## config.mk

```make
export PLATFORM = sky130hd
export DESIGN_NAME = tag_table
export DESIGN_NICKNAME = d
export VERILOG_FILES = /design/src/design/mem_sched_pkg.sv /design/src/design/tag_table.sv
export VERILOG_INCLUDE_DIRS = /design/src /design/src/include
export SDC_FILE = /design/constraint.sdc
export NUM_CORES = 1
export LEC_CHECK = 0
export ABC_AREA = 1
export BUFFER_PORTS_ARGS = -buffer_cell sky130_fd_sc_hd__buf_2
export CORE_UTILIZATION = 48
export CTS_CLUSTER_SIZE = 30
export DETAILED_ROUTE_END_ITERATION = 10
export GPL_TIMING_DRIVEN = 0
export PLACE_DENSITY = 0.74
export SYNTH_ARGS = -nofsm -noshare
export SYNTH_HDL_FRONTEND = slang
export SYNTH_SLANG_ARGS = --single-unit
```

## constraint.sdc

```tcl
create_clock -name clk -period 1.86 [get_ports clk]
set_clock_uncertainty 0.2 [all_clocks]
set_input_delay 0.186 -clock clk [delete_from_list [all_inputs] [get_ports clk]]
set_output_delay 0.186 -clock clk [all_outputs]
set_load 0.01 [all_outputs]
```

## src/include/mem_sched_macros.svh

```systemverilog
// Sizing macros for the banked memory request scheduler
// Lane, bank, queue and field widths

`ifndef MEM_SCHED_MACROS_SVH
`define MEM_SCHED_MACROS_SVH

// Lanes per core request and memory banks
`define MS_NUM_LANES    4
`define MS_NUM_BANKS    2
`define MS_NUM_BATCHES  (`MS_NUM_LANES / `MS_NUM_BANKS)

// Request queue depth, also the number of read slots
`define MS_QUEUE_SIZE   4

`define MS_ADDR_W       32
`define MS_DATA_W       32
`define MS_CORE_TAG_W   8

`endif

```

## src/design/mem_sched_pkg.sv

```systemverilog
// Shared types for the memory scheduler
// Field typedefs and request/response structs

`default_nettype none

package mem_sched_pkg;

`include "mem_sched_macros.svh"

    typedef logic [`MS_ADDR_W-1:0]                 addr_t;
    typedef logic [`MS_DATA_W-1:0]                 data_t;
    typedef logic [`MS_DATA_W/8-1:0]               byteen_t;
    typedef logic [`MS_NUM_LANES-1:0]              lane_mask_t;
    typedef logic [`MS_NUM_BANKS-1:0]              bank_mask_t;
    typedef logic [`MS_CORE_TAG_W-1:0]             core_tag_t;
    typedef logic [$clog2(`MS_QUEUE_SIZE)-1:0]     slot_t;
    typedef logic [$clog2(`MS_NUM_BATCHES)-1:0]    batch_t;

    // Sent with every bank request, echoed back by the bank
    typedef struct packed {
        batch_t batch;
        slot_t  slot;
    } mem_tag_t;

    typedef struct packed {
        logic                               rw;
        lane_mask_t                         mask;
        byteen_t [`MS_NUM_LANES-1:0]        byteen;
        addr_t   [`MS_NUM_LANES-1:0]        addr;
        data_t   [`MS_NUM_LANES-1:0]        data;
        core_tag_t                          tag;
    } core_req_t;

    // Queue entry: the core tag is parked in the tag table
    typedef struct packed {
        logic                               rw;
        lane_mask_t                         mask;
        byteen_t [`MS_NUM_LANES-1:0]        byteen;
        addr_t   [`MS_NUM_LANES-1:0]        addr;
        data_t   [`MS_NUM_LANES-1:0]        data;
        slot_t                              slot;
    } queued_req_t;

    typedef struct packed {
        logic     rw;
        byteen_t  byteen;
        addr_t    addr;
        data_t    data;
        mem_tag_t mem_tag;
    } bank_req_t;

    typedef struct packed {
        data_t    data;
        mem_tag_t mem_tag;
    } bank_rsp_t;

    typedef struct packed {
        lane_mask_t                         mask;
        data_t [`MS_NUM_LANES-1:0]          data;
        core_tag_t                          tag;
    } core_rsp_t;

endpackage

`default_nettype wire

```

## src/design/tag_table.sv

```systemverilog
// Read slot allocator
// Holds core tag and original lane mask per outstanding read

`timescale 1ns/1ps
`default_nettype none

`include "mem_sched_macros.svh"

module tag_table import mem_sched_pkg::*; (
    input  logic       clk,
    input  logic       reset,
    input  logic       alloc,
    input  core_tag_t  alloc_tag,
    input  lane_mask_t alloc_mask,
    output slot_t      slot_free,
    output logic       slots_full,
    output logic       slots_idle,
    input  logic       release_en,
    input  slot_t      release_slot,
    input  slot_t      lookup_slot,
    output core_tag_t  lookup_tag,
    output lane_mask_t lookup_mask
);

    logic [`MS_QUEUE_SIZE-1:0] in_use;
    core_tag_t                 tag_mem  [`MS_QUEUE_SIZE];
    lane_mask_t                mask_mem [`MS_QUEUE_SIZE];

    // Lowest free slot wins
    always_comb begin
        slot_free = '0;
        for (int i = `MS_QUEUE_SIZE - 1; i >= 0; i--) begin
            if (!in_use[i]) begin
                slot_free = slot_t'(i);
            end
        end
    end

    assign slots_full = &in_use;
    assign slots_idle = ~|in_use;

    always_ff @(posedge clk) begin
        if (reset) begin
            in_use <= '0;
        end else begin
            if (alloc) begin
                in_use[slot_free] <= 1'b1;
            end
            if (release_en) begin
                in_use[release_slot] <= 1'b0;
            end
        end
    end

    always_ff @(posedge clk) begin
        if (alloc) begin
            tag_mem[slot_free]  <= alloc_tag;
            mask_mem[slot_free] <= alloc_mask;
        end
    end

    assign lookup_tag  = tag_mem[lookup_slot];
    assign lookup_mask = mask_mem[lookup_slot];

endmodule

`default_nettype wire

```

== Word level (Yosys, flattened, before mapping) ==
Memories as Yosys holds them, arrays and structs flattened.
Index checks and enable logic that the tools add are counted.

* Multiplexer cells: 13
* Magnitude comparators: 4
* Reduce and logical (&&, ||, !) cells: 5
* Bitwise operators: 3

{| class="wikitable"
|+ Operator list
! operator !! number
|-
| two-way mux 4 bit || 3
|-
| two-way mux 2 bit || 4
|-
| < comparator 2 x 3 -> 1 bit, second input constant || 2
|-
| bitwise AND 4 bit || 1
|-
| demux 1 bit (select 2 bit) || 2
|-
| greater-or-equal comparator 2 x 1 -> 1 bit, second input constant || 2
|-
| two-way mux 1 bit || 4
|-
| inverter 4 bit || 1
|-
| OR 4 bit || 1
|-
| AND reduction 4 bit || 1
|-
| OR reduction 4 bit || 1
|-
| logical AND 1 bit || 2
|-
| logical NOT 1 bit || 1
|}

* Output and inout port bits: 16
* Memories: 2
* Bits of input ports: 20
* Register bits: 4
* Memory bits (writable): 48

{| class="wikitable"
|+ Memories
! name !! words !! bits a word !! read ports !! clocked after Yosys merged registers in !! wr ports !! line !! source
|-
| tag_mem || 4 || 8 || 1 || 0 || 1 || tag_table.sv:26 || <nowiki>core_tag_t tag_mem [`MS_QUEUE_SIZE];</nowiki>
|-
| mask_mem || 4 || 4 || 1 || 0 || 1 || tag_table.sv:27 || <nowiki>lane_mask_t mask_mem [`MS_QUEUE_SIZE];</nowiki>
|}

== Longest topological paths before layout ==
Gate-level depths: netlist of run 1.

* Depth after elaboration: 13
* Mapped depth: 6
* Depth with buffers taken out: 6

== Worst setup path before layout of run 1 ==
OpenSTA, ideal clock, no wires.

* Kind: reg-to-reg
* Start: register in_use[3]
* End: memory mask_mem[0][0] (netlist bit) (enable)
* Buffers on the path: 0
* Arrival time: 1.212 ns
* Path slack: 0.067 ns
* Cell stages (with the launch flop): 7
* Setup time: 0.380 ns
* Period minus slack after synthesis: 1.793 ns
* Cell sequence: dfxtp_1 inv_2 nand2_1 nand2_1 nand2_1 inv_1 nor2_1

* Longest elaborated chain between the ends: 4

{| class="wikitable"
|+ Ends and longest elaborated chain
! what !! line !! source
|-
| from (decl) || tag_table.sv:25 || <nowiki>logic [`MS_QUEUE_SIZE-1:0] in_use;</nowiki>
|-
| from (signal assigned) || tag_table.sv:44 || <nowiki>in_use <= '0;</nowiki>
|-
| from (signal, indexed assignment) || tag_table.sv:47 || <nowiki>in_use[slot_free] <= 1'b1;</nowiki>
|-
| from (signal, indexed assignment) || tag_table.sv:50 || <nowiki>in_use[release_slot] <= 1'b0;</nowiki>
|-
| two-way mux 2 bit (4 in a row) || tag_table.sv:33 || <nowiki>if (!in_use[i]) begin</nowiki>
|-
| net slot_free[0] || tag_table.sv:15 || <nowiki>output slot_t slot_free,</nowiki>
|-
| to (decl) || tag_table.sv:27 ||
|}

The timed path passes the listed nets, and every way through them passes these cells.

== Final worst setup path of run 1 ==
* Start: register in_use[3]
* End: memory tag_mem[0][0] (netlist bit) (enable)

* Longest elaborated chain between the ends: 4

{| class="wikitable"
|+ Ends and longest elaborated chain
! what !! line
|-
| two-way mux 2 bit (4 in a row) || tag_table.sv:33
|-
| to (decl) || tag_table.sv:26
|}

No other way between the ends.

==> results.toml, run 1 <==
[power_and_ir_drop]
swShare = 0.2107
p_int_mw = 1.796
p_clk_frac = 0.323
ir_drop_mv = 0.5179
leakage_nw = 0.9373
comb_power_share = 0.095
power.density_nw_per_um2 = 892.4
switchingPower_mw = 0.4794
power.share.sequential = 0.582
report.power.total_mw = 2.276

[floorplanning]
rows = 23
core_area_um2 = 4029
die_x_um = 67.03
ios = 36
die_h_um = 67.03
initial_core_util = 0.5037
die-area_um2 = 4492

[placed_design]
placed_cell_area_um2 = 2267
place_congestion = 0.7226
port_buffers = 35
place_worst_setup_slack_ps = -382.4
dp_hpwl_um = 2602

[yosys]
syn-cell-area_um2 = 2029
synth_nets = 177
yosysTopAreaCell = "edfxtp_1"
yosysMostFrequentCell = "edfxtp_1"
synth_edf_count = 48
post_synth.cell_area_avg_um2 = 12.93
synth_cell_type_count = 21
yosys-top-cells-area = "edfxtp_1 (71%), nor2_1 (5.7%), o21ai_1 (4.2%)"
ys_top_cells_by_count = "edfxtp_1 (48), nor2_1 (31), o21ai_1 (17), o22ai_1 (12), o21ai_0 (10)"
ys_ff_latch = 52
ys_async_sr_fraction = 0
yosys_warnings = 0
yosysSeqAreaShare = 0.7497
synth_top_area_share = 0.7102
netlist_instances = 157
ys.flop_type = "edfxtp_1"

[cells_and_area]
nets = 234
drive_gt1_frac = 0.2744
design_area_um2 = 2550
syn_to_final_growth_pct = 25.65
num_antenna_cells = 0

[route]
drc_errors = 0
dr.pass1.iters = 4
ant_nets = 0
drtIter0Drc = 122
route.layer.met1.wl_um = 1701
wl_per_cell_um = 15.49
num_vias = 1412
vias_per_cell = 5.328
wl_met2_um = 2065
route.met3.wl_um = 256
wl_um = 4106
dr.max_layer_used = "met4"

[worst_setup_path]
cp.arrival_ps = 1490
worst_setup_path_end_kind = "flop"
worstPathMaxFanout = 12
crit_path_start_kind = "flop"
critical_path_class = "flop to flop"
worstPathRequired_ps = 1610

[hold_path]
holdCritPathClass = "input pin to flop"

[clocking]
ctsLongestPathBuffers = 2
cts.sinks = 52
cts_tree = "built"
cts_root_buffer = "clkbuf_8"
cts_setup_buffers = 0
insertion_delay_ps = 300
cts_max_level = 2
cts_buffers = 5
path_clk_slew_ps = 90

[global_routing]
grt_antenna_before_repair = 0
grt_pass1_wl_um = 6285
grt_max_degree = 16
grt_usage = 0.2047
globalRouteOverflowTotal = 0
grt_pass1_vias = 1282

[timing]
slew_headroom = 0.6974
finalCritPeriodShare = 0.9317
tightest_slew_ps = 452.9
setup_violations = 0
finalHoldViolations = 0
finalWorstSetupSlack_ps = 127.0
drv_slew = 0
fmax_mhz = 577.0
rsz0062_at_grt = "no"
whs_ps = 15.62
layout_min_cycle_time_ps = 1733

[status]
outcome = "complete, no violations"

[job]
cap_violations = 0
-- final timing paths --
check | from | slack [ps] | cells past startpoint | end
max | in_use[3] | 130 | 6 | tag_mem[0][0]
min | alloc | 20 | 3 | in_use[1]
max reg2reg | in_use[3] | 130 | 6 | tag_mem[0][0]
min reg2reg | in_use[2] | 330 | 2 | in_use[2]
-- power by group through the flow --
stage,Clock [mW],Sequential (mW),Combinational (mW)
detailed placement,0,1.35,0.186
floorplan,0,1.35,0.100
global placement,0,1.35,0.178
CTS,0.743,1.32,0.215
global route,0.793,1.33,0.238
finish,0.735,1.32,0.216
-- layer usage --
metal	global-route usage	vias to the layer above
met5	0	-
met4	0.08245	0
met3	0.05822	8
met2	0.3413	61
met1	0.2469	664
li1	-	679
-- cell usage in the layout (no fill, tap or decap), types with 5 or more instances in the layout --
cell type / n
nor2_1: 28
nand2_1: 7
o22ai_1: 12
inv_1: 6
o21ai_0: 10
clkbuf_8: 5
o21ai_1: 17
edfxtp_1: 48
buf_2: 37
dlygate4sd3_1: 15
-- final cells by class --
class	instances	area (µm²)
Tap cell	50	62.56
Clock inverter	3	37.54
Fill cell	321	1479
Inverter	12	48.80
Sequential cell	52	1521
Buffer	6	47.55
Multi-Input combinational cell	87	437.9
Timing Repair Buffer	50	325.3
Clock buffer	5	68.82
-- worst max-delay path: stages, from the launching register on --
cell	delay, ps
dfxtp_1	410
inv_2	50
nand2_1	50
nand2_1	40
nand2_1	160
inv_1	110
nor2_4	350
-- through the flow --
step	cells	util	TNS (ps)
after global placement	242	0.5627	-8341
after CTS	265	0.6295	-167.0
after global routing	265	0.6329	0
final	265	0.6329	0
after detailed placement	242	0.5627	-10720
after floorplan	157	-	0
-- timing repair --
item,CTS,global route
hold buffers,15,0
setup endpoints to repair,37,37
hold endpoints to repair,52,0
gates resized for setup,4,3
-- logic make-up after synthesis --
kind of cell | after synthesis | share of synthesized area
flip-flops | 52 | 0.7497
AO/OA/AOI/OAI | 42 | 0.1134
buffers and inverters | 18 | 0.04562
AND/OR/NAND/NOR | 45 | 0.09125
-- state kept, by name, summed over array words and instances (netlist names) --
signal    cells
mask_mem     16
tag_mem      32
in_use        4
Note: power is estimated with default switching activity, not from simulation.
==> run 2, diff against run 1 <==
--- a/config.mk
+++ b/config.mk
@@ -11,8 +11,7 @@
 export CORE_UTILIZATION = 48
 export CTS_CLUSTER_SIZE = 30
 export DETAILED_ROUTE_END_ITERATION = 10
-export GPL_TIMING_DRIVEN = 0
-export PLACE_DENSITY = 0.74
+export PLACE_DENSITY = 0.71
 export SYNTH_ARGS = -nofsm -noshare
 export SYNTH_HDL_FRONTEND = slang
 export SYNTH_SLANG_ARGS = --single-unit
==> constraint.sdc (replaced) <==
create_clock -name clk -period 1.7 [get_ports clk]
set_clock_uncertainty 0.2 [all_clocks]
set_input_delay 0.17 -clock clk [delete_from_list [all_inputs] [get_ports clk]]
set_output_delay 0.17 -clock clk [all_outputs]
set_load 0.01 [all_outputs]
==> results.toml, run 2 (synthesized netlist as in run 1, its figures left out) <==
[floorplanning]
die_x_um = 67.03
core_area_um2 = 4029
rows = 23
die_h_um = 67.03
ios = 36
initial_core_util = 0.5037
die-area_um2 = 4492

[worst_setup_path]
cpMostUsedCell = "dlygate4sd3_1"
r2r_start = "in_use[3]"
cp.arrival_ps = 1600
crit_cells = 6
worstPathRequired_ps = 1700
worstReg2RegEnd = "mask_mem[0][3]"
crit_path_start_kind = "input pin"
crit_chain = "dlygate4sd3_1, buf_2, nand2_1, o21ai_0, dlygate4sd3_1, nor2_1"
critical_path_class = "input pin to flop"
path_buf_inv = 3
crit_family = "buffers and inverters"
crit_path_max_incr_delay_ps = 560
worst_setup_path_end_kind = "flop"
crit_slowest_cell = "dlygate4sd3_1"
reg2reg_slack_ps = 130
r2r_cells = 7
worstPathMaxFanout = 3

[power_and_ir_drop]
power.density_nw_per_um2 = 918.1
leakage_nw = 0.9434
comb_power_share = 0.099
p_clk_frac = 0.278
p_int_mw = 1.823
power.share.sequential = 0.623
swShare = 0.2158
switchingPower_mw = 0.5018
ir_drop_mv = 0.6154

[cells_and_area]
final_cell_mix = "edfxtp_1 (48), buf_2 (35), nor2_1 (29)"
largest_reg_flops = 32
final_cell_count_no_fill = 267
num_antenna_cells = 0
reg_top3 = "tag_mem: 32 flops, mask_mem: 16 flops, in_use: 4 flops"
top_register = "tag_mem"
nets = 236
syn_to_final_growth_pct = 24.78
final_common_cell = "edfxtp_1"
nFillCells = 326
drive_gt1_frac = 0.2581
design_area_um2 = 2532

[placed_design]
place_worst_setup_slack_ps = 148.4
dp_hpwl_um = 2528
placed_cell_area_um2 = 2282
place_congestion = 0.7860
port_buffers = 35
dp.cells = 242

[global_routing]
grt_pass1_wl_um = 6258
grt_max_degree = 25
grt_antenna_before_repair = 0
grt_pass1_vias = 1361
grt_usage = 0.2030
globalRouteOverflowTotal = 0

[timing]
rsz0062_at_grt = "no"
finalHoldViolations = 1
finalCritPeriodShare = 0.9409
drv_slew = 0
setup_violations = 0
finalWorstSetupSlack_ps = 100.4
whs_ps = -39.60
tightest_slew_ps = 423.7
setup_tns_ps = 0
layout_min_cycle_time_ps = 1600
slew_headroom = 0.7171
fmax_mhz = 625.2

[status]
violations = "negative hold slack"
outcome = "finished, violations left"

[route]
wl_um = 3964
num_vias = 1411
drtIter0Drc = 87
wl_per_cell_um = 14.85
vias_per_cell = 5.285
ant_nets = 0
drc_errors = 0
dr.pass1.iters = 4

[clocking]
path_clk_slew_ps = 80
cts_root_buffer = "clkbuf_8"
insertion_delay_ps = 290
cts.sinks = 52
cts_tree = "built"
cts_buffers = 5
cts_resized = 0
ctsLongestPathBuffers = 2
cts_max_level = 2
cts_setup_buffers = 0

[hold_path]
hold_depth = 3
min_from = "release_slot[0]"
whs_endpoint = "in_use[0]"
holdCritPathClass = "input pin to flop"

[job]
cap_violations = 0
-- run 2: final cells by class --
type	instances	area, µm²	area share
tap	50	62.56	0.02470
clock buffer	7	76.32	0.03014
multi-input combinational	87	420.4	0.1660
clock inverter	1	3.754	0.001482
timing repair buffer	58	402.9	0.1591
sequential	52	1521	0.6008
inverter	12	45.04	0.01779
-- run 2: timing repair --
| action | in CTS | in global routing |
|---|---|---|
| hold buffers | 18 | 0 |
| hold endpoints to repair | 52 | 0 |
| endpoints found under the setup margin | 0 | 1 |
-- run 2: layer usage --
| metal | track usage | up-vias | routed length [µm] |
|---|---|---|---|
| met4 | 0.1064 | 0 | 89 |
| li1 | - | 684 | - |
| met2 | 0.3200 | 39 | 1982 |
| met1 | 0.2460 | 675 | 1719 |
| met5 | 0 | - | 0 |
| met3 | 0.06507 | 13 | 172 |
-- run 2: worst max path at each step --
stage	slack, ps	start	endpoint
2_1_floorplan	50	in_use[0]	mask_mem[3][0]
3_3_place_gp	240	in_use[0]	mask_mem[2][2]
3_5_place_dp	150	in_use[3]	tag_mem[0][7]
4_1_cts	90	reset	in_use[0]
5_1_grt	3	in_use[3]	slot_free[0]
6_report	100	release_en	in_use[1]
-- run 2: power by group through the flow --
stage	clock network, mW	registers, mW	logic [mW]
2_1_floorplan	0	1.48	0.112
3_3_place_gp	0	1.48	0.190
3_5_place_dp	0	1.48	0.200
4_1_cts	0.670	1.45	0.233
5_1_grt	0.711	1.45	0.256
6_report	0.646	1.45	0.229
-- run 2: tightest hold or removal path: cells and delay by family --
| family | cells | cell delay [ps] |
|---|---|---|
| buf+inv | 2 | 170 |
| compound gates | 1 | 80 |
-- run 2: per-stage QoR --
step / power [mW] / utilization
finish: 2.325 / 0.6286
detailed placement: 1.678 / 0.5665
global route: 2.420 / 0.6286
floorplan: 1.588 / -
CTS: 2.352 / 0.6311
global placement: 1.668 / 0.5665
