===== src/include/mem_sched_macros.svh =====
// Sizing macros for the banked memory request scheduler
// Lane, bank, queue and field widths

`ifndef MEM_SCHED_MACROS_SVH
`define MEM_SCHED_MACROS_SVH

// Lanes per core request and memory banks
`define MS_NUM_LANES    4
`define MS_NUM_BANKS    2
`define MS_NUM_BATCHES  (`MS_NUM_LANES / `MS_NUM_BANKS)

// Request queue depth, also the number of read slots
`define MS_QUEUE_SIZE   4

`define MS_ADDR_W       32
`define MS_DATA_W       32
`define MS_CORE_TAG_W   8

`endif


===== src/design/mem_sched_pkg.sv =====
// Shared types for the memory scheduler
// Field typedefs and request/response structs

`default_nettype none

package mem_sched_pkg;

`include "mem_sched_macros.svh"

    typedef logic [`MS_ADDR_W-1:0]                 addr_t;
    typedef logic [`MS_DATA_W-1:0]                 data_t;
    typedef logic [`MS_DATA_W/8-1:0]               byteen_t;
    typedef logic [`MS_NUM_LANES-1:0]              lane_mask_t;
    typedef logic [`MS_NUM_BANKS-1:0]              bank_mask_t;
    typedef logic [`MS_CORE_TAG_W-1:0]             core_tag_t;
    typedef logic [$clog2(`MS_QUEUE_SIZE)-1:0]     slot_t;
    typedef logic [$clog2(`MS_NUM_BATCHES)-1:0]    batch_t;

    // Sent with every bank request, echoed back by the bank
    typedef struct packed {
        batch_t batch;
        slot_t  slot;
    } mem_tag_t;

    typedef struct packed {
        logic                               rw;
        lane_mask_t                         mask;
        byteen_t [`MS_NUM_LANES-1:0]        byteen;
        addr_t   [`MS_NUM_LANES-1:0]        addr;
        data_t   [`MS_NUM_LANES-1:0]        data;
        core_tag_t                          tag;
    } core_req_t;

    // Queue entry: the core tag is parked in the tag table
    typedef struct packed {
        logic                               rw;
        lane_mask_t                         mask;
        byteen_t [`MS_NUM_LANES-1:0]        byteen;
        addr_t   [`MS_NUM_LANES-1:0]        addr;
        data_t   [`MS_NUM_LANES-1:0]        data;
        slot_t                              slot;
    } queued_req_t;

    typedef struct packed {
        logic     rw;
        byteen_t  byteen;
        addr_t    addr;
        data_t    data;
        mem_tag_t mem_tag;
    } bank_req_t;

    typedef struct packed {
        data_t    data;
        mem_tag_t mem_tag;
    } bank_rsp_t;

    typedef struct packed {
        lane_mask_t                         mask;
        data_t [`MS_NUM_LANES-1:0]          data;
        core_tag_t                          tag;
    } core_rsp_t;

endpackage

`default_nettype wire


===== src/design/bank_rsp_arb.sv =====
// Fixed-priority bank response select
// Lowest-numbered valid bank goes first

`timescale 1ns/1ps
`default_nettype none

`include "mem_sched_macros.svh"

module bank_rsp_arb import mem_sched_pkg::*; (
    input  bank_mask_t                    mem_rsp_valid,
    input  bank_rsp_t [`MS_NUM_BANKS-1:0] mem_rsp,
    output bank_mask_t                    mem_rsp_ready,
    output logic                          sel_valid,
    output bank_rsp_t                     sel_rsp,
    output logic                          sel_bank,
    input  logic                          sel_ready
);

    always_comb begin
        sel_bank = 1'b0;
        for (int j = `MS_NUM_BANKS - 1; j >= 0; j--) begin
            if (mem_rsp_valid[j]) begin
                sel_bank = 1'(j);
            end
        end
    end

    assign sel_valid = |mem_rsp_valid;
    assign sel_rsp   = mem_rsp[sel_bank];

    // Only the winner sees ready
    always_comb begin
        mem_rsp_ready = '0;
        mem_rsp_ready[sel_bank] = sel_valid && sel_ready;
    end

endmodule

`default_nettype wire


===== config.mk =====
export PLATFORM = sky130hd
export DESIGN_NAME = bank_rsp_arb
export DESIGN_NICKNAME = d
export VERILOG_FILES = /design/src/design/mem_sched_pkg.sv /design/src/design/bank_rsp_arb.sv
export VERILOG_INCLUDE_DIRS = /design/src /design/src/include
export SDC_FILE = /design/constraint.sdc
export NUM_CORES = 1
export LEC_CHECK = 0
export BUFFER_PORTS_ARGS = -buffer_cell sky130_fd_sc_hd__buf_2
export CAP_MARGIN = 10
export CORE_MARGIN = 2
export CORE_UTILIZATION = 28
export DETAILED_ROUTE_END_ITERATION = 7
export GPL_TIMING_DRIVEN = 0
export PLACE_DENSITY = 0.85
export SYNTH_ARGS = -nofsm -noshare
export SYNTH_HDL_FRONTEND = slang
export SYNTH_SLANG_ARGS = --single-unit

===== constraint.sdc =====
create_clock -name vclk -period 1.2
set_input_delay 0.12 -clock vclk [all_inputs]
set_output_delay 0.12 -clock vclk [all_outputs]
set_load 0.01 [all_outputs]

## After elaboration in Yosys (flattened, before gate mapping)

Index checks and enable logic that the tools add are counted.

| storage, ports and cells | value |
|---|---|
| word-level logic and storage cells | 12 |
| bits of input ports | 73 |
| output and inout bits | 39 |
| flip-flop bits (word level) | 0 |

| operators by class | value |
|---|---|
| $lt $le $gt $ge | 2 |
| bitwise logic cells | 1 |
| mux-type cells | 6 |
| reduce and logical (&&, ||, !) cells | 3 |

Operator list:

| cell | number |
|---|---|
| 35-bit two-way mux | 2 |
| 1-bit two-way mux | 3 |
| 2-bit bitwise AND | 1 |
| 1-bit logical AND | 2 |
| 1-bit by 2-bit < comparator with 1-bit output (second input constant) | 1 |
| 2-bit OR reduction | 1 |
| 1-bit demux with 1-bit select | 1 |
| 1-bit greater-or-equal comparator (second input constant) | 1 |

## Longest topological paths before layout

Gate-level depths: netlist of the first run.

| logic depth | value |
|---|---|
| depth after elaboration | 7 |
| gate-level depth with buffers | 5 |
| depth with buffers taken out | 3 |

## Worst setup path before layout of the first run

Ideal clock, no wire load.

| timing path | value |
|---|---|
| path type | input to output |
| start | in mem_rsp_valid[0] |
| end | out sel_rsp[0] (netlist name) |
| data arrival time | 0.830 ns |
| stages on the path | 4 |
| buffers on the path | 2 |
| path slack | 0.250 ns |
| data required time | 1.080 ns |
| cell sequence | nand2b_4 buf_6 buf_12 mux2_4 |

RTL lines:

| element | line | text |
|---|---|---|
| from (decl) | bank_rsp_arb.sv:10 | `input bank_mask_t mem_rsp_valid,` |
| to (decl) | bank_rsp_arb.sv:14 | `output bank_rsp_t sel_rsp,` |

==> impl_metrics.ini, run 1 <==
[logic_synthesis]
syn-cell-area_sq_um = 610.6
synth_seq_area_share_pct = 0
ys.warnings.count = 0
syn_avg_cell_area_sq_um = 13.88
synth.area.top_cells = mux2_4, mux2_2, buf_12, nand2b_4, and2_1
synth_top_area_cell = mux2_4
ys_types = 8
syn_nets = 117
synthCells = 44
synth_top_area_share_pct = 71.31

[global_route]
grt_max_degree = 11
grt_pass1_vias = 803
grt_first_pass_wirelength_um = 3298
grt_use_total_pct = 16.11
grt-ovfl-total = 0
antenna_found_initial = 0

[die]
initial_core_util_pct = 30.50
num_rows = 16
design.core.area_sq_mm = 0.002002
fp.dieH_um = 50.70
fp.dieW_um = 50.70
pin_count = 112
die-area_sq_mm = 0.002570

[worst_hold_path]
hp-class = input port to output port
hold_depth = 3

[placement]
placed_cells = 183
placed_area_sq_mm = 0.001205
place_congestion = 0.6014
io_buffers = 112
pre_cts_ws_ps = -20.55

[worst_setup_path]
crit_path_end_kind = output port
cp_max_fo = 10
required_ps = 1080
start_kind = input port
critPathKind = input port to output port
arrival_ps = 1040

[drt]
wl_per_cell_um = 12.49
viasPerCell = 4.355
wl_um = 2286
drt_iter0_drc = 0
drtAntennaViolNets = 0
drc = 0
dr.pass1.iters = 1
dr_total_vias = 797

[final_layout]
final_common_cell = buf_2
final_layout_size_suffix_gt1_share_pct = 98.08
n_sequential_cell = 0
seqCellArea_sq_um = 0
clkbuf_count = 0
nNetsFinal = 231
finalNonFillerCells = 183
area_growth_pct = 100.8
stdcell_area_sq_mm = 0.001226
n_antenna_cell = 0
layout_common_cells = buf_2, mux2_4, mux2_2

[outcome]
status = finished, final reports clean

[power]
leakage_nw = 0.7934
powerDensity_mw_per_mm2 = 402.6
ir_drop_mv = 0.2150

[sta]
hold_slack_ps = 540.0
hold_viol_final = 0
layout_setup_ws_ps = 37.28
setup_viol = 0
fin_crit_ps = 1163
drv_slew = 0
timing.fmax_ghz = 0.8601
relSlewSlack_pct = 89.04
rsz0062_at_grt = no
worst_pin_slew_ps = 164.3
min_period_over_period_pct = 96.89

[run]
drv_cap = 0
critical path, cell delays in order:
cell	delay [ps]
buf_2	110
nand2b_4	200
buf_12	180
mux2_4	290
buf_2	140
cell usage after synthesis:
master    number
inv_1          1
mux2_4        29
buf_6          1
and2_1         2
or2_2          1
nand2b_4       1
mux2_2         6
buf_12         3
area by class of cell:
| cell class | instances | area, sq um |
|---|---|---|
| repair buffers | 113 | 593.1 |
| plain buffers | 3 | 60.06 |
| multi-input cells | 39 | 535.5 |
| fillers | 186 | 775.7 |
| inverters | 1 | 3.754 |
| well taps | 27 | 33.78 |
worst paths after layout:
kind / start / endpoint
worst max-delay path: mem_rsp_valid[0] / sel_rsp[9]
worst min-delay path: mem_rsp_valid[0] / sel_valid
repair_timing:
action,CTS,global route
resized for setup,0,4
endpoints found under the setup margin,29,29
pin swaps,0,0
setup buffers,0,1
endpoints found under the hold margin,0,0
hold buffers,0,0
logic make-up (layout without fill, tap and decap cells):
family                 after synthesis  count (layout)  synth area share (%)
and+or+nand+nor                      4               4                 5.328
muxes                               35              35                 82.38
buffers and inverters                5             117                 12.29
metrics by stage:
stage / utilization, % / TNS [ps] / total power [W]
floorplan: - / 0 / 0.0002653
global route: 61.25 / 0 / 0.0005263
finish: 61.25 / 0 / 0.0004937
global placement: 60.19 / -12.46 / 0.0004696
CTS: 59.62 / 0 / 0.0004812
detailed placement: 60.19 / -238.3 / 0.0004847
power breakdown:
part / switching, W / internal (W)
logic: 0.000181 / 0.000313
registers: 0 / 0
clock network: 0 / 0
total: 0.000181 / 0.000313
per-layer routing:
layer  part of all wire [%]  GRT usage, %  vias to the layer above
met5                      0             0                        -
met4                   0.66         2.252                        0
met3                    9.4         1.488                        2
met2                     61         38.38                       55
met1                     29         13.48                      354
li1                       -             -                      386
(Power assumes the default switching activity.)
==> inputs of run 2 (changes only) <==
==> constraint.sdc (replaced) <==
create_clock -name vclk -period 1.2
set_input_delay 0.24 -clock vclk [all_inputs]
set_output_delay 0.24 -clock vclk [all_outputs]
set_load 0.01 [all_outputs]
==> run 2 against run 1 <==
  * The run now ends with setup timing left
  * Die area is the same
  * First-iteration DRC count grew 2
  * Cell count grew 2.7%
  * Utilization grew 12 points
  * Sequential cell count is the same
  * Critical path depth is the same
  * Non-clock buffer count grew 5
  * Sequential share of layout area is the same
  * Clock-buffer cell count is the same
  * Combinational power grew 26%
  * Worst setup slack lost 220 ps
  * Critical endpoint is now sel_rsp[14]
  * Highest routed layer unchanged
==> impl_metrics.ini, run 2 (synthesis results as in run 1) <==
[final_layout]
final_layout_size_suffix_gt1_share_pct = 98.76
nNetsFinal = 236
seqCellArea_sq_um = 0
final_common_cell = buf_2
n_fill_cell = 144
stdcell_area_sq_mm = 0.001459
n_sequential_cell = 0
area_growth_pct = 138.9
utilization_pct = 72.88
clkbuf_count = 0
layout_common_cells = buf_2, buf_6, mux2_4
n_antenna_cell = 0

[drt]
wl_um = 2627
drtAntennaViolNets = 0
drc = 0
viasPerCell = 4.511
dr.pass1.iters = 3
dr_total_vias = 848
drt_iter0_drc = 2
wl_per_cell_um = 13.97

[power]
combPwrFrac_pct = 100.0
pwr-share-seq_pct = 0
p_switching_w = 0.0002085
leakage_nw = 0.8889
powerDensity_mw_per_mm2 = 425.0
internal_power_w = 0.0004115
switching_share_pct = 33.63
power_frac_clock_pct = 0
ir_drop_mv = 0.2237

[sta]
layout_setup_ws_ps = -179.6
rsz0062_at_grt = yes
drv_slew = 0
relSlewSlack_pct = 89.57
worst_pin_slew_ps = 156.3
tns_ps = -5524
min_period_over_period_pct = 115.0
setup_viol = 36
hold_slack_ps = 753.5
fin_crit_ps = 1380
timing.fmax_ghz = 0.7248
hold_viol_final = 0

[run]
drv_cap = 0

[global_route]
antenna_found_initial = 0
grt_pass1_vias = 894
grt-ovfl-total = 0
grt_use_total_pct = 19.20
grt_max_degree = 11
grt_first_pass_wirelength_um = 3850

[die]
initial_core_util_pct = 30.50
fp.dieW_um = 50.70
num_rows = 16
design.core.area_sq_mm = 0.002002
die-area_sq_mm = 0.002570
pin_count = 112
fp.dieH_um = 50.70

[worst_setup_path]
required_ps = 960
startpoint = mem_rsp_valid[0]
crit_path_end_kind = output port
critPathKind = input port to output port
cp-endpoint = sel_rsp[14]
arrival_ps = 1140
start_kind = input port
cp_max_fo = 10

[outcome]
violations = setup timing
status = finished with violations

[placement]
place_congestion = 0.6014
io_buffers = 112
placed_area_sq_mm = 0.001205

[cts]
cts_hold_buf = 0

[worst_hold_path]
hp-class = input port to output port
==> run 2: repair_timing <==
| action | in CTS | in global routing |
|---|---|---|
| resized for setup | 37 | 2 |
| setup buffers | 5 | 1 |
| pin swaps | 1 | 0 |
| endpoints found under the setup margin | 36 | 36 |
==> run 2: critical path, stage by stage <==
cell and delay [ps]:
buf_6 90, nand2b_4 190, buf_12 170, mux2_4 310, buf_6 130
==> run 2: worst min path at each step <==
stage,startpoint,endpoint,slack (ps),depth (start not counted)
after floorplan,mem_rsp_valid[0],sel_valid,580,1
after global placement,sel_ready,mem_rsp_ready[1],780,3
after detailed placement,mem_rsp_valid[0],sel_valid,780,3
after CTS,mem_rsp_valid[1],sel_valid,770,3
after global routing,mem_rsp_valid[1],sel_valid,760,3
final,mem_rsp_valid[1],sel_valid,750,3
==> run 2: power groups by stage <==
stage,Combinational [W],Clock (W),Sequential (W)
2_1_floorplan,0.000265,0,0
3_3_place_gp,0.000470,0,0
3_5_place_dp,0.000485,0,0
4_1_cts,0.000610,0,0
5_1_grt,0.000654,0,0
6_report,0.000620,0,0
==> run 2: layout make-up <==
type	instances	area, sq um	area share [%]
timing repair buffer	118	815.8	55.92
multi-input combinational	39	545.5	37.39
buffer	3	60.06	4.117
tap	27	33.78	2.316
inverter	1	3.754	0.2573
==> run 2: routing by layer <==
layer / share of wire, % / wire [um] / track usage (%) / vias to the layer above
li1: - / - / - / 397
met1: 26 / 684 / 14.89 / 384
met2: 61 / 1613 / 44.30 / 59
met3: 9.4 / 246 / 3.869 / 8
met4: 3.1 / 82 / 5.405 / 0
met5: 0 / 0 / 0 / -
==> run 2: through the flow <==
step                      setup WS (ps)  cells  power (W)
after floorplan                   9.997     44  0.0002653
after global placement           -245.5    183  0.0004696
after detailed placement         -260.6    183  0.0004847
after CTS                        -169.9    187  0.0006095
after global routing             -197.3    188  0.0006536
final                            -179.6    188  0.0006200
==> inputs of run 3 (changes only) <==
--- a/config.mk
+++ b/config.mk
@@ -9,10 +9,10 @@
 export BUFFER_PORTS_ARGS = -buffer_cell sky130_fd_sc_hd__buf_2
 export CAP_MARGIN = 10
 export CORE_MARGIN = 2
-export CORE_UTILIZATION = 28
+export CORE_UTILIZATION = 25
 export DETAILED_ROUTE_END_ITERATION = 7
 export GPL_TIMING_DRIVEN = 0
-export PLACE_DENSITY = 0.85
+export PLACE_DENSITY = 0.78
 export SYNTH_ARGS = -nofsm -noshare
 export SYNTH_HDL_FRONTEND = slang
 export SYNTH_SLANG_ARGS = --single-unit
==> constraint.sdc (replaced) <==
create_clock -name vclk -period 1.6
set_input_delay 0.32 -clock vclk [all_inputs]
set_output_delay 0.32 -clock vclk [all_outputs]
set_load 0.01 [all_outputs]
==> run 3 against run 2 <==
  * Clock-buffer cell count stayed put
  * Worst hold slack better by 180 ps
  * Largest cell class unchanged
  * Worst setup slack gained 220 ps
  * The flow now finishes without violations
==> impl_metrics.ini, run 3 (synthesis results as in run 1) <==
[outcome]
status = finished, final reports clean

[worst_setup_path]
crit_path_end_kind = output port
startpoint = mem_rsp_valid[0]
start_kind = input port
critPathKind = input port to output port
required_ps = 1280
cp_max_fo = 10
arrival_ps = 1240

[final_layout]
clkbuf_count = 0
final_layout_size_suffix_gt1_share_pct = 98.09
final_common_cell = buf_2
area_growth_pct = 98.16
nNetsFinal = 232
stdcell_area_sq_mm = 0.001210
layout_common_cells = buf_2, mux2_4, mux2_2
n_antenna_cell = 0
n_sequential_cell = 0
n_fill_cell = 220
seqCellArea_sq_um = 0

[placement]
hpwl_um = 2022
placed_area_sq_mm = 0.001206
io_buffers = 112
pre_cts_ws_ps = -9.714
place_congestion = 0.6971

[global_route]
grt_max_degree = 11
grt_pass1_vias = 742
grt_use_total_pct = 13.11
grt_first_pass_wirelength_um = 2918
grt-ovfl-total = 0
antenna_found_initial = 0

[worst_hold_path]
hp-class = input port to output port
hold_depth = 3
hold_end = sel_valid
hp-start = mem_rsp_valid[0]

[power]
power_frac_clock_pct = 0
pwr-share-seq_pct = 0
combPwrFrac_pct = 100.0
powerDensity_mw_per_mm2 = 297.4
leakage_nw = 0.7894
p_switching_w = 0.0001324
ir_drop_mv = 0.1786
internal_power_w = 0.0002274
switching_share_pct = 36.80

[die]
pin_count = 112
initial_core_util_pct = 27.08
fp.dieW_um = 53.42
design.core.area_sq_mm = 0.002255
num_rows = 17
fp.dieH_um = 53.42
die-area_sq_mm = 0.002854

[sta]
hold_viol_final = 0
worst_pin_slew_ps = 164.4
min_period_over_period_pct = 97.42
timing.fmax_ghz = 0.6416
setup_viol = 0
relSlewSlack_pct = 89.03
drv_slew = 0
fin_crit_ps = 1559
rsz0062_at_grt = no
layout_setup_ws_ps = 41.33

[drt]
drc = 0
dr_total_vias = 786
wl_per_cell_um = 11.77
dr.pass1.iters = 2
drtAntennaViolNets = 0
drt_iter0_drc = 4
viasPerCell = 4.249
wl_um = 2178

[cts]
postCtsResizedCells = 0

[run]
drv_cap = 0
-- run 3: changes by cell type in the layout (fill, tap and decap cells not counted), sizes merged --
| cell | previous run | this run |
|---|---|---|
| buf | 121 | 117 |
-- run 3: worst max path at each step --
stage	endpoint	slack, ps	depth (start not counted)
after global routing	sel_rsp[12]	2	5
after detailed placement	sel_rsp[7]	-10	6
final	sel_rsp[5]	40	5
after CTS	sel_rsp[7]	20	5
after floorplan	sel_rsp[0]	250	4
after global placement	sel_rsp[7]	-3	6
-- run 3: area by class of cell --
type,instances,area (sq um),area share (%)
multi-input combinational,39,535.5,44.26
buffer,3,60.06,4.964
inverter,1,3.754,0.3102
tap,28,35.03,2.896
timing repair buffer,114,575.6,47.57
-- run 3: what timing repair did --
action | CTS | global route
pin swaps | 0 | 0
setup endpoints to repair | 24 | 26
hold buffers | 0 | 0
gates cloned | 0 | 0
setup buffers | 0 | 2
-- run 3: critical path: stages --
cell and delay (ps):
buf_2 100, nand2b_4 200, buf_12 180, mux2_4 290
buf_2 140
-- run 3: routing by layer --
layer | part of all wire (%) | global-route usage [%]
met1 | 31 | 13.83
met2 | 60 | 29.22
met3 | 9.4 | 0
met4 | 0 | 0
met5 | 0 | 0
-- run 3: stage by stage --
stage / hold WS (ps) / util (%) / total power, W / std cells / setup TNS, ps
2_1_floorplan: 744.4 / - / 0.0001990 / 44 / 0
3_3_place_gp: 931.1 / 53.50 / 0.0003552 / 184 / -5.229
3_5_place_dp: 931.0 / 53.50 / 0.0003624 / 184 / -93.34
4_1_cts: 934.0 / 53.00 / 0.0003598 / 183 / 0
5_1_grt: 952.3 / 53.66 / 0.0003883 / 185 / 0
6_report: 931.2 / 53.66 / 0.0003598 / 185 / 0
-- run 3: power groups by stage --
stage / combinational (W) / clock [W] / sequential [W]
2_1_floorplan: 0.000199 / 0 / 0
3_3_place_gp: 0.000355 / 0 / 0
3_5_place_dp: 0.000362 / 0 / 0
4_1_cts: 0.000360 / 0 / 0
5_1_grt: 0.000388 / 0 / 0
6_report: 0.000360 / 0 / 0
